### config.mk
export PLATFORM = sky130hd
export DESIGN_NAME = klEbusTop
export DESIGN_NICKNAME = d
export VERILOG_FILES = /design/src/logic/ebusPkg.sv /design/src/logic/diagDecode.sv /design/src/logic/edpSlice.sv /design/src/logic/meterBoard.sv /design/src/logic/ebusMux.sv /design/src/logic/feCapture.sv /design/src/logic/klEbusTop.sv
export SDC_FILE = /design/constraint.sdc
export NUM_CORES = 1
export LEC_CHECK = 0
export ABC_CLOCK_PERIOD_IN_PS = 2200
export BUFFER_PORTS_ARGS = -buffer_cell sky130_fd_sc_hd__buf_2
export CORE_MARGIN = 5
export CORE_UTILIZATION = 45
export CTS_CLUSTER_SIZE = 20
export DETAILED_ROUTE_END_ITERATION = 7
export GPL_TIMING_DRIVEN = 0
export PLACE_DENSITY = 0.78
export SLEW_MARGIN = 20
export SYNTH_ARGS = -nofsm -noshare
export SYNTH_HDL_FRONTEND = slang
export SYNTH_SLANG_ARGS = --single-unit
### constraint.sdc
create_clock -name clk -period 2.2 [get_ports clk]
set_input_delay 0.11 -clock clk [delete_from_list [all_inputs] [get_ports clk]]
set_output_delay 0.11 -clock clk [all_outputs]
set_load 0.02 [all_outputs]
### src/logic/ebusPkg.sv
package ebusPkg;

  // width of one EBUS data word, bit 0 is the most significant
  localparam int unsigned ebusWidth = 36;

  // the datapath is split over this many boards
  localparam int unsigned numSlices = 6;

  // bits owned by each datapath board
  localparam int unsigned sliceWidth = 6;

  // KL10 numbering, 0 on the left and 35 on the right
  typedef logic [0:ebusWidth-1] ebusWordT;

  typedef logic [0:sliceWidth-1] ebusSliceT;

  // controller select, cut down from the seven-bit cs field
  typedef enum logic [2:0]
  {
    csNone  = 3'd0,
    csEdp   = 3'd1,
    csMeter = 3'd2
  } ebusCsT;

  // diagnostic function code
  typedef enum logic
  {
    dsRead  = 1'b0,
    dsWrite = 1'b1
  } ebusDsT;

  // one diagnostic command moving down the pipeline
  typedef struct packed
  {
    logic     valid;
    ebusCsT   cs;
    ebusDsT   ds;
    ebusWordT data;
  } ebusCmdT;

  // what a single board puts on the EBUS data lines
  typedef struct packed
  {
    logic     driving;
    ebusWordT data;
  } ebusDriverT;

endpackage

### src/logic/diagDecode.sv
`timescale 1ns/1ps

module diagDecode
(
  input  logic                clk,
  input  logic                reset,
  input  logic                diagStrobe,
  input  ebusPkg::ebusCsT     cs,
  input  ebusPkg::ebusDsT     ds,
  input  ebusPkg::ebusWordT   wrData,
  output ebusPkg::ebusCmdT    stageCmd,
  output ebusPkg::ebusDriverT feDriver
);

  import ebusPkg::*;

  ebusCsT   decodedCs;
  ebusWordT cmdData;

  // any select this design does not know about addresses no board
  always_comb
  begin
    case (cs)
      csEdp:   decodedCs = csEdp;
      csMeter: decodedCs = csMeter;
      default: decodedCs = csNone;
    endcase
  end

  // a read carries no data, so an old write word cannot leak onto the bus
  always_comb
  begin
    if (ds == dsWrite)
      cmdData = wrData;
    else
      cmdData = '0;
  end

  always_ff @(posedge clk)
  begin
    if (reset)
    begin
      stageCmd <= '0;
    end
    else
    begin
      stageCmd.valid <= diagStrobe;
      stageCmd.cs    <= decodedCs;
      stageCmd.ds    <= ds;
      stageCmd.data  <= cmdData;
    end
  end

  // the front end drives the EBUS itself while a write is in the board stage
  always_comb
  begin
    feDriver.driving = stageCmd.valid && (stageCmd.ds == dsWrite);
    feDriver.data    = stageCmd.data;
  end

endmodule

### src/logic/edpSlice.sv
`timescale 1ns/1ps

module edpSlice
#(
  parameter int unsigned sliceIndex = 0
)
(
  input  logic                clk,
  input  logic                reset,
  input  ebusPkg::ebusCmdT    stageCmd,
  input  ebusPkg::ebusWordT   ebusData,
  output ebusPkg::ebusDriverT driver
);

  import ebusPkg::*;

  // leftmost bit of the field this board owns
  localparam int unsigned fieldLo = sliceIndex * sliceWidth;

  ebusSliceT sliceReg;
  logic      edpSelected;
  logic      edpWrite;
  logic      edpRead;

  always_comb
  begin
    edpSelected = stageCmd.valid && (stageCmd.cs == csEdp);
    edpWrite    = edpSelected && (stageCmd.ds == dsWrite);
    edpRead     = edpSelected && (stageCmd.ds == dsRead);
  end

  // the write lands at the end of the board stage, so a read
  // on the very next cycle already sees it
  always_ff @(posedge clk)
  begin
    if (reset)
    begin
      sliceReg <= '0;
    end
    else if (edpWrite)
    begin
      sliceReg <= ebusData[fieldLo +: sliceWidth];
    end
  end

  always_comb
  begin
    driver.driving = edpRead;
    driver.data    = '0;
    driver.data[fieldLo +: sliceWidth] = sliceReg;
  end

endmodule

### src/logic/meterBoard.sv
`timescale 1ns/1ps

module meterBoard
#(
  parameter int unsigned countWidth = 16
)
(
  input  logic                clk,
  input  logic                reset,
  input  ebusPkg::ebusCmdT    stageCmd,
  input  ebusPkg::ebusWordT   ebusData,
  output ebusPkg::ebusDriverT driver
);

  import ebusPkg::*;

  // the count sits right-justified, ending at bit 35
  localparam int unsigned countLo = ebusWidth - countWidth;

  logic [countWidth-1:0] activityCount;
  logic                  meterSelected;
  logic                  meterWrite;
  logic                  meterRead;

  always_comb
  begin
    meterSelected = stageCmd.valid && (stageCmd.cs == csMeter);
    meterWrite    = meterSelected && (stageCmd.ds == dsWrite);
    meterRead     = meterSelected && (stageCmd.ds == dsRead);
  end

  // every command through the board stage bumps the count,
  // except a preset which replaces it
  always_ff @(posedge clk)
  begin
    if (reset)
    begin
      activityCount <= '0;
    end
    else if (meterWrite)
    begin
      activityCount <= ebusData[countLo +: countWidth];
    end
    else if (stageCmd.valid)
    begin
      activityCount <= activityCount + 1'b1;
    end
  end

  // a read returns the count as it stood before this command
  always_comb
  begin
    driver.driving = meterRead;
    driver.data    = '0;
    driver.data[countLo +: countWidth] = activityCount;
  end

endmodule

### src/logic/ebusMux.sv
`timescale 1ns/1ps

module ebusMux
(
  input  ebusPkg::ebusDriverT feDriver,
  input  ebusPkg::ebusDriverT sliceDrivers [ebusPkg::numSlices],
  input  ebusPkg::ebusDriverT meterDriver,
  output ebusPkg::ebusWordT   ebusData
);

  import ebusPkg::*;

  logic     anySliceDriving;
  ebusWordT sliceWord;

  always_comb
  begin
    anySliceDriving = 1'b0;
    for (int i = 0; i < numSlices; i++)
    begin
      anySliceDriving = anySliceDriving | sliceDrivers[i].driving;
    end
  end

  // each board only owns its own six bits, so the word is built
  // up field by field from the board behind each one
  always_comb
  begin
    sliceWord = '0;
    for (int i = 0; i < numSlices; i++)
    begin
      sliceWord[i * sliceWidth +: sliceWidth] =
        sliceDrivers[i].data[i * sliceWidth +: sliceWidth];
    end
  end

  // front end first, then the datapath, then the meter
  always_comb
  begin
    if (feDriver.driving)
    begin
      ebusData = feDriver.data;
    end
    else if (anySliceDriving)
    begin
      ebusData = sliceWord;
    end
    else if (meterDriver.driving)
    begin
      ebusData = meterDriver.data;
    end
    else
    begin
      // nobody on the bus reads as zero
      ebusData = '0;
    end
  end

endmodule

### src/logic/feCapture.sv
`timescale 1ns/1ps

module feCapture
(
  input  logic              clk,
  input  logic              reset,
  input  ebusPkg::ebusCmdT  stageCmd,
  input  ebusPkg::ebusWordT ebusData,
  output logic              rspValid,
  output ebusPkg::ebusWordT rspData
);

  import ebusPkg::*;

  logic readInStage;

  always_comb
  begin
    readInStage = stageCmd.valid && (stageCmd.ds == dsRead);
  end

  always_ff @(posedge clk)
  begin
    if (reset)
      rspValid <= 1'b0;
    else
      rspValid <= readInStage;
  end

  // the response word stays put until the next read comes through
  always_ff @(posedge clk)
  begin
    if (readInStage)
      rspData <= ebusData;
  end

endmodule

### src/logic/klEbusTop.sv
`timescale 1ns/1ps

module klEbusTop
#(
  parameter int unsigned meterCountWidth = 16
)
(
  input  logic              clk,
  input  logic              reset,
  input  logic              diagStrobe,
  input  ebusPkg::ebusCsT   cs,
  input  ebusPkg::ebusDsT   ds,
  input  ebusPkg::ebusWordT wrData,
  output logic              rspValid,
  output ebusPkg::ebusWordT rspData
);

  import ebusPkg::*;

  ebusCmdT    stageCmd;
  ebusDriverT feDriver;
  ebusDriverT sliceDrivers [numSlices];
  ebusDriverT meterDriver;
  ebusWordT   ebusData;

  diagDecode u_diagDecode
  (
    .clk        (clk),
    .reset      (reset),
    .diagStrobe (diagStrobe),
    .cs         (cs),
    .ds         (ds),
    .wrData     (wrData),
    .stageCmd   (stageCmd),
    .feDriver   (feDriver)
  );

  // six datapath boards, one per 6-bit field of the word
  for (genvar i = 0; i < numSlices; i++)
  begin : gSlice
    edpSlice
    #(
      .sliceIndex (i)
    )
    u_edpSlice
    (
      .clk      (clk),
      .reset    (reset),
      .stageCmd (stageCmd),
      .ebusData (ebusData),
      .driver   (sliceDrivers[i])
    );
  end

  meterBoard
  #(
    .countWidth (meterCountWidth)
  )
  u_meterBoard
  (
    .clk      (clk),
    .reset    (reset),
    .stageCmd (stageCmd),
    .ebusData (ebusData),
    .driver   (meterDriver)
  );

  ebusMux u_ebusMux
  (
    .feDriver     (feDriver),
    .sliceDrivers (sliceDrivers),
    .meterDriver  (meterDriver),
    .ebusData     (ebusData)
  );

  feCapture u_feCapture
  (
    .clk      (clk),
    .reset    (reset),
    .stageCmd (stageCmd),
    .ebusData (ebusData),
    .rspValid (rspValid),
    .rspData  (rspData)
  );

endmodule

After elaboration in Yosys (flattened, before gate mapping)
Index checks and enable logic that the tools add are counted.
- add/sub/neg operators: 1
- equal/unequal tests: 4
- multiplexer cells: 6
- bitwise gates (word level): 2
- reduce and logical (&&, ||, !) cells: 10
- operator list (cell ; number):
    36-bit 2-to-1 mux ; 2
    16-bit 2-to-1 mux ; 3
    16-bit by 1-bit adder with 16-bit output, second input constant ; 1
    1-bit logical AND ; 8
    3-bit by 1-bit == test with 1-bit output, second input constant ; 2
    3-bit by 2-bit == test with 1-bit output, second input constant ; 2
    2-bit one-hot mux with 2 select lines ; 1
    1-bit NOT ; 2
    2-bit nonzero test ; 1
    2-bit OR reduction ; 1
- register bits: 130
- bits of input ports: 43
- output and inout bits: 37
- logic and storage cells: 36

Depth between registers and ports, before layout
- depth in word-level cells: 7
- mapped depth: 7
- mapped depth without buffers: 5

Hierarchy
Synthesis repeated with hierarchy kept, for this count alone.
- cell total of the unflattened synthesis: 849
- area, all modules: 7649.8 um^2
- modules (own cells, without submodules) (module ; instances ; cells each ; area an instance (um^2) ; sequential area each (um^2)):
    edpSlice ; 6 ; 61 ; 483.0 ; 120.1
    diagDecode ; 1 ; 126 ; 1496.4 ; 800.8
    meterBoard ; 1 ; 148 ; 1191.1 ; 320.3
    feCapture ; 1 ; 39 ; 1119.8 ; 1101.1
    ebusMux ; 1 ; 170 ; 944.7 ; 0.0

Worst setup path before layout
No wires, ideal clock.
- path kind: register -> register
- from: register u_meterBoard.activityCount[0]
- to: register u_meterBoard.activityCount[14]
- library setup time: 0.074 ns
- arrival: 1.662 ns
- data required time: 2.126 ns
- slack: 0.464 ns
- cell stages (with the launch flop): 7
- buffers on the path: 1
- clock period less this slack: 1.736 ns
- cell sequence: dfxtp_1 ha_1 nand3_2 or2_0 buf_2 or4_1 a31oi_1
- longest elaborated chain between the ends: 3
- ends and longest elaborated chain (element ; RTL line ; source):
    start, declared ; meterBoard.sv:20 ; logic [countWidth-1:0] activityCount;
    start signal, assigned ; meterBoard.sv:42 ; activityCount <= ebusData[countLo +: countWidth];
    start signal, assigned ; meterBoard.sv:46 ; activityCount <= activityCount + 1'b1;
    16-bit by 1-bit adder with 16-bit output ; meterBoard.sv:46 ;
    16-bit 2-to-1 mux ; meterBoard.sv:44 ; else if (stageCmd.valid)
    16-bit 2-to-1 mux ; meterBoard.sv:40 ; else if (meterWrite)
No other way between the ends. The select of a mux whose other input is x is not followed.
A chain may end at the register's enable or synchronous reset.

Final worst setup path
- from: register u_diagDecode.stageCmd[40] (netlist name)
- to: register u_feCapture.rspData[11] (data pin)
- longest elaborated chain between the ends: 5
- elaborated cells on any way between the ends: 8
- those cells by class: mux: 3; reduce/logical: 5
- ends and longest elaborated chain (element ; RTL line ; source):
    1-bit logical AND ; meterBoard.sv:27 ; meterSelected = stageCmd.valid && (stageCmd.cs == csMeter);
    1-bit logical AND ; meterBoard.sv:29 ; meterRead = meterSelected && (stageCmd.ds == dsRead);
    16-bit 2-to-1 mux ; ebusMux.sv:48 ; else if (meterDriver.driving)
    36-bit 2-to-1 mux ; ebusMux.sv:44 ; else if (anySliceDriving)
    36-bit 2-to-1 mux (*) ; ebusMux.sv:40 ; if (feDriver.driving)
    named net ebusData[11] ; klEbusTop.sv:24 ; ebusWordT ebusData;
    end signal, assigned ; feCapture.sv:34 ; rspData <= ebusData;
    end, declared ; feCapture.sv:10 ; output ebusPkg::ebusWordT rspData
Mark *: on every way through the listed nets, which the timed path passes. The rest lies on a longest branch.

==> flow_results.xml <==
<?xml version="1.0" encoding="UTF-8"?>
<metrics>
  <group name="status">
    <metric name="run_status" unit="">complete, no violations</metric>
  </group>
  <group name="timing">
    <metric name="timing.final.setup_violations" unit="">0</metric>
    <metric name="fin_crit" unit="ns">2.04</metric>
    <metric name="max_slew.worst_pin.slew" unit="ns">0.826</metric>
    <metric name="grt_setup_unrepaired" unit="">false</metric>
    <metric name="maxClockFrequency" unit="MHz">491</metric>
    <metric name="final_min_period_over_clock_period" unit="%">92.6</metric>
    <metric name="hold_viol" unit="">0</metric>
    <metric name="finalMaxSlewViolations" unit="">0</metric>
    <metric name="fin_hold_ws" unit="ns">0.318</metric>
    <metric name="post_route_clock_skew" unit="ns">0.00703</metric>
    <metric name="totalNegativeSetupSlack" unit="ns">0</metric>
    <metric name="timing.max_slew.rel_slack" unit="%">44.8</metric>
  </group>
  <group name="die">
    <metric name="placeableCoreArea" unit="mm2">0.0107</metric>
    <metric name="fp.dieArea" unit="mm2">0.0131</metric>
    <metric name="die_w" unit="um">114</metric>
    <metric name="fp-row-count" unit="">38</metric>
    <metric name="initial_utilization" unit="%">45.6</metric>
    <metric name="design.portCount" unit="">80</metric>
    <metric name="floorplan.die.height" unit="um">114</metric>
  </group>
  <group name="min_path">
    <metric name="hold_path_class" unit="">input pin to flip-flop</metric>
  </group>
  <group name="global_routing">
    <metric name="grt_util_all_layers" unit="%">19.4</metric>
    <metric name="grt_pass1_wl" unit="um">19800</metric>
    <metric name="met2_usage" unit="%">30.9</metric>
    <metric name="grt_pass1_vias" unit="">4025</metric>
    <metric name="gr-usage-met3" unit="%">4.76</metric>
    <metric name="use_met1" unit="%">25.4</metric>
    <metric name="grt_antenna_before_repair" unit="">0</metric>
    <metric name="global_route.peak_usage_layer" unit="">met2</metric>
    <metric name="pin_count_of_the_biggest_net_entering_global_routing" unit="">37</metric>
    <metric name="global_route.overflow_total" unit="">0</metric>
  </group>
  <group name="power_and_ir_drop">
    <metric name="p_total" unit="mW">5.38</metric>
    <metric name="vdd_drop_max" unit="mV">0.416</metric>
    <metric name="power_density" unit="mW/mm2">834</metric>
    <metric name="power.static_leakage" unit="nW">2.49</metric>
  </group>
  <group name="clock_network">
    <metric name="cts_num_sinks" unit="">129</metric>
    <metric name="h-tree-depth" unit="">4</metric>
    <metric name="post_cts.repair.setup_buffers" unit="">0</metric>
    <metric name="clock_insertion_delay_worst_skew" unit="ns">0.52</metric>
    <metric name="bufs_on_longest_clock_path" unit="">2</metric>
    <metric name="clock_tree_from_tritoncts" unit="">built</metric>
    <metric name="cts-root-buf" unit="">sky130_fd_sc_hd__clkbuf_8</metric>
    <metric name="worst_setup_hold_path_clk_slew" unit="ns">0.06</metric>
    <metric name="cts_buffers" unit="">17</metric>
  </group>
  <group name="detailed_routing">
    <metric name="drt_wl_total" unit="um">12400</metric>
    <metric name="initialDrtViolationCount" unit="">436</metric>
    <metric name="num_vias" unit="">4154</metric>
    <metric name="drt-pass1-iter-count" unit="">7</metric>
    <metric name="detail_route.vias_per_cell" unit="">5.39</metric>
    <metric name="route.detailed.wl_per_inst" unit="um">16.1</metric>
    <metric name="route.detailed.drc" unit="">0</metric>
    <metric name="final_antenna_net_count" unit="">0</metric>
  </group>
  <group name="placement">
    <metric name="numPlacedInstances" unit="">697</metric>
    <metric name="routabilityCongestion" unit="">0.903</metric>
    <metric name="post-dp-hpwl" unit="um">8110</metric>
    <metric name="numPortBuffers" unit="">78</metric>
  </group>
  <group name="synthesis">
    <metric name="yosysSeqAreaShare" unit="%">60.0</metric>
    <metric name="post_synth.cell_area_avg" unit="um2">10.2</metric>
    <metric name="synth_top_flop_cell" unit="">sky130_fd_sc_hd__dfxtp_1</metric>
    <metric name="postSynthCellCount" unit="">479</metric>
    <metric name="synth_fp_nets" unit="">523</metric>
    <metric name="synth_edf_count" unit="">36</metric>
    <metric name="synth.cell_area" unit="mm2">0.00490</metric>
    <metric name="ys.warnings.count" unit="">0</metric>
    <metric name="yosys_register_bits" unit="">129</metric>
    <metric name="netlist.top_cell.by_area" unit="">sky130_fd_sc_hd__dfxtp_1</metric>
    <metric name="top_cells_by_area_in_the_synthesized_netlist" unit="">sky130_fd_sc_hd__dfxtp_1 (38%), sky130_fd_sc_hd__edfxtp_1 (22%), sky130_fd_sc_hd__nand2_1 (6.7%)</metric>
    <metric name="synth.cells.most_frequent" unit="">sky130_fd_sc_hd__dfxtp_1 (93), sky130_fd_sc_hd__nand2_1 (87), sky130_fd_sc_hd__a21oi_1 (45)</metric>
    <metric name="synth_top_area_share" unit="%">38.0</metric>
    <metric name="postSynth.asyncResetShare" unit="%">0</metric>
    <metric name="post_synth_num_cell_types" unit="">45</metric>
    <metric name="yosysMostFrequentCell" unit="">sky130_fd_sc_hd__dfxtp_1</metric>
  </group>
  <group name="worst_setup_path">
    <metric name="cpMaxStageDelayCell" unit="">sky130_fd_sc_hd__a222oi_1</metric>
    <metric name="critPathKind" unit="">flip-flop to flip-flop</metric>
    <metric name="timing.critical_path.required" unit="ns">2.46</metric>
    <metric name="worstPathCellList" unit="">buf_4 &gt; and2_1 &gt; clkbuf_1 &gt; clkbuf_1 &gt; a222oi_1 &gt; inv_1</metric>
    <metric name="cp-end-kind" unit="">flip-flop</metric>
    <metric name="start_kind" unit="">flip-flop</metric>
    <metric name="delay_of_the_slowest_cell_on_the_worst_path" unit="ns">0.46</metric>
    <metric name="critical_path_peak_fanout" unit="">10</metric>
    <metric name="timing.critical_path.arrival" unit="ns">2.29</metric>
    <metric name="critical-path-top-cell-by-count" unit="">sky130_fd_sc_hd__clkbuf_1</metric>
  </group>
  <group name="cells_and_area">
    <metric name="count_of_placed_standard_cells_in_the_final_layout_fillers_left_out" unit="">771</metric>
    <metric name="finish.net_count" unit="">662</metric>
    <metric name="antennaDiodeCount" unit="">0</metric>
    <metric name="drive_gt1_share" unit="%">20.4</metric>
    <metric name="synthToLayoutAreaGrowth" unit="%">31.5</metric>
    <metric name="fillerInstances" unit="">894</metric>
  </group>
  <group name="job">
    <metric name="drv.max_cap_violation_count" unit="">0</metric>
  </group>
</metrics>
[cell type report]
| type | instances | area, um2 | share of cell area [%] |
|---|---|---|---|
| buffer | 35 | 155 | 2.40 |
| sequential | 129 | 2940 | 45.6 |
| inverter | 20 | 75.1 | 1.16 |
| clock buffer | 20 | 447 | 6.92 |
| clock inverter | 12 | 106 | 1.65 |
| timing repair buffer | 120 | 811 | 12.6 |
| multi-input combinational | 295 | 1740 | 27.0 |
| tap | 140 | 175 | 2.72 |
[placed cells by master, fill, tap and decap left out, types with 4 or more instances in the layout]
cell                            count
sky130_fd_sc_hd__buf_2             85
sky130_fd_sc_hd__a22o_1            22
sky130_fd_sc_hd__dlygate4sd3_1     42
sky130_fd_sc_hd__dfxtp_1           93
sky130_fd_sc_hd__a222oi_1          16
sky130_fd_sc_hd__clkinvlp_4         4
sky130_fd_sc_hd__clkinv_2           4
sky130_fd_sc_hd__buf_4              4
sky130_fd_sc_hd__nand4_1            4
sky130_fd_sc_hd__inv_1             18
sky130_fd_sc_hd__a21oi_1           45
sky130_fd_sc_hd__a22oi_1            5
sky130_fd_sc_hd__edfxtp_1          36
sky130_fd_sc_hd__clkbuf_16         17
sky130_fd_sc_hd__clkbuf_1          26
sky130_fd_sc_hd__and2_1            40
sky130_fd_sc_hd__nor2_1             9
sky130_fd_sc_hd__nand2_1           87
sky130_fd_sc_hd__a32o_1             4
sky130_fd_sc_hd__o21ai_0            4
sky130_fd_sc_hd__or4_1              4
sky130_fd_sc_hd__o21ai_1            8
sky130_fd_sc_hd__or3_1              4
[state kept, by name, indices dropped and copies added (netlist names)]
name,flops
u_feCapture.rspValid,1
u_diagDecode.feDriver,36
gSlice.u_edpSlice.sliceReg,36
u_diagDecode.stageCmd,4
u_feCapture.rspData,36
u_meterBoard.activityCount,16
[per-stage QoR]
step / util, % / setup slack [ns] / cell area (um2)
6_report: 60.0 / 0.163 / 6450
5_1_grt: 60.0 / 0.0350 / 6450
4_1_cts: 60.0 / 0.158 / 6450
3_5_place_dp: 50.9 / 0.0334 / 5470
3_3_place_gp: 50.9 / 0.105 / 5470
2_1_floorplan: - / 0.464 / 4900
[routing by layer]
metal	wire (um)	share of wire (%)	vias to the layer above
li1	-	-	1985
met1	5410	44	1948
met2	5860	47	192
met3	879	7.1	29
met4	259	2.1	0
met5	0	0	-
[worst max-delay path, delay by kind of cell, from the launching register on]
| family | cells | cell delay (ns) |
|---|---|---|
| AO/OA/AOI/OAI | 1 | 0.46 |
| buffers and inverters | 4 | 0.83 |
| flip-flops | 1 | 0.32 |
| AND/OR/NAND/NOR | 1 | 0.16 |
[cells by family (layout without fill, tap and decap cells)]
logic type | after synthesis | count (layout) | synth area share (%)
mux | 4 | 4 | 0.893
buf+inv | 55 | 207 | 4.69
compound gates | 114 | 114 | 16.1
flops | 129 | 129 | 60.0
simple gates | 176 | 176 | 18.1
fa+ha+maj | 1 | 1 | 0.255
[where the power goes]
group          switching, mW  total (mW)  internal [mW]
clock network           1.02        2.58           1.56
logic                  0.142       0.268          0.126
registers             0.0350        2.53           2.50
total                   1.20        5.38           4.19
[path summary, 6_finish.rpt]
kind                                           end  cells past startpoint                      start  slack [ns]
setup / recovery           u_feCapture.rspData[11]                      6  u_diagDecode.stageCmd[40]        0.16
hold / removal           u_diagDecode.feDriver[25]                      3                 wrData[25]        0.32
setup reg to reg           u_feCapture.rspData[11]                      6  u_diagDecode.stageCmd[40]        0.16
hold reg to reg   gSlice[1].u_edpSlice.sliceReg[4]                      2  u_diagDecode.feDriver[28]        0.45
[timing repair]
action / 4_1_cts / 5_1_grt
resized for setup: 1 / 1
setup endpoints to repair: 1 / 6
endpoints found under the hold margin: 39 / 0
hold buffers: 42 / 0
(Power assumes the default switching activity.)
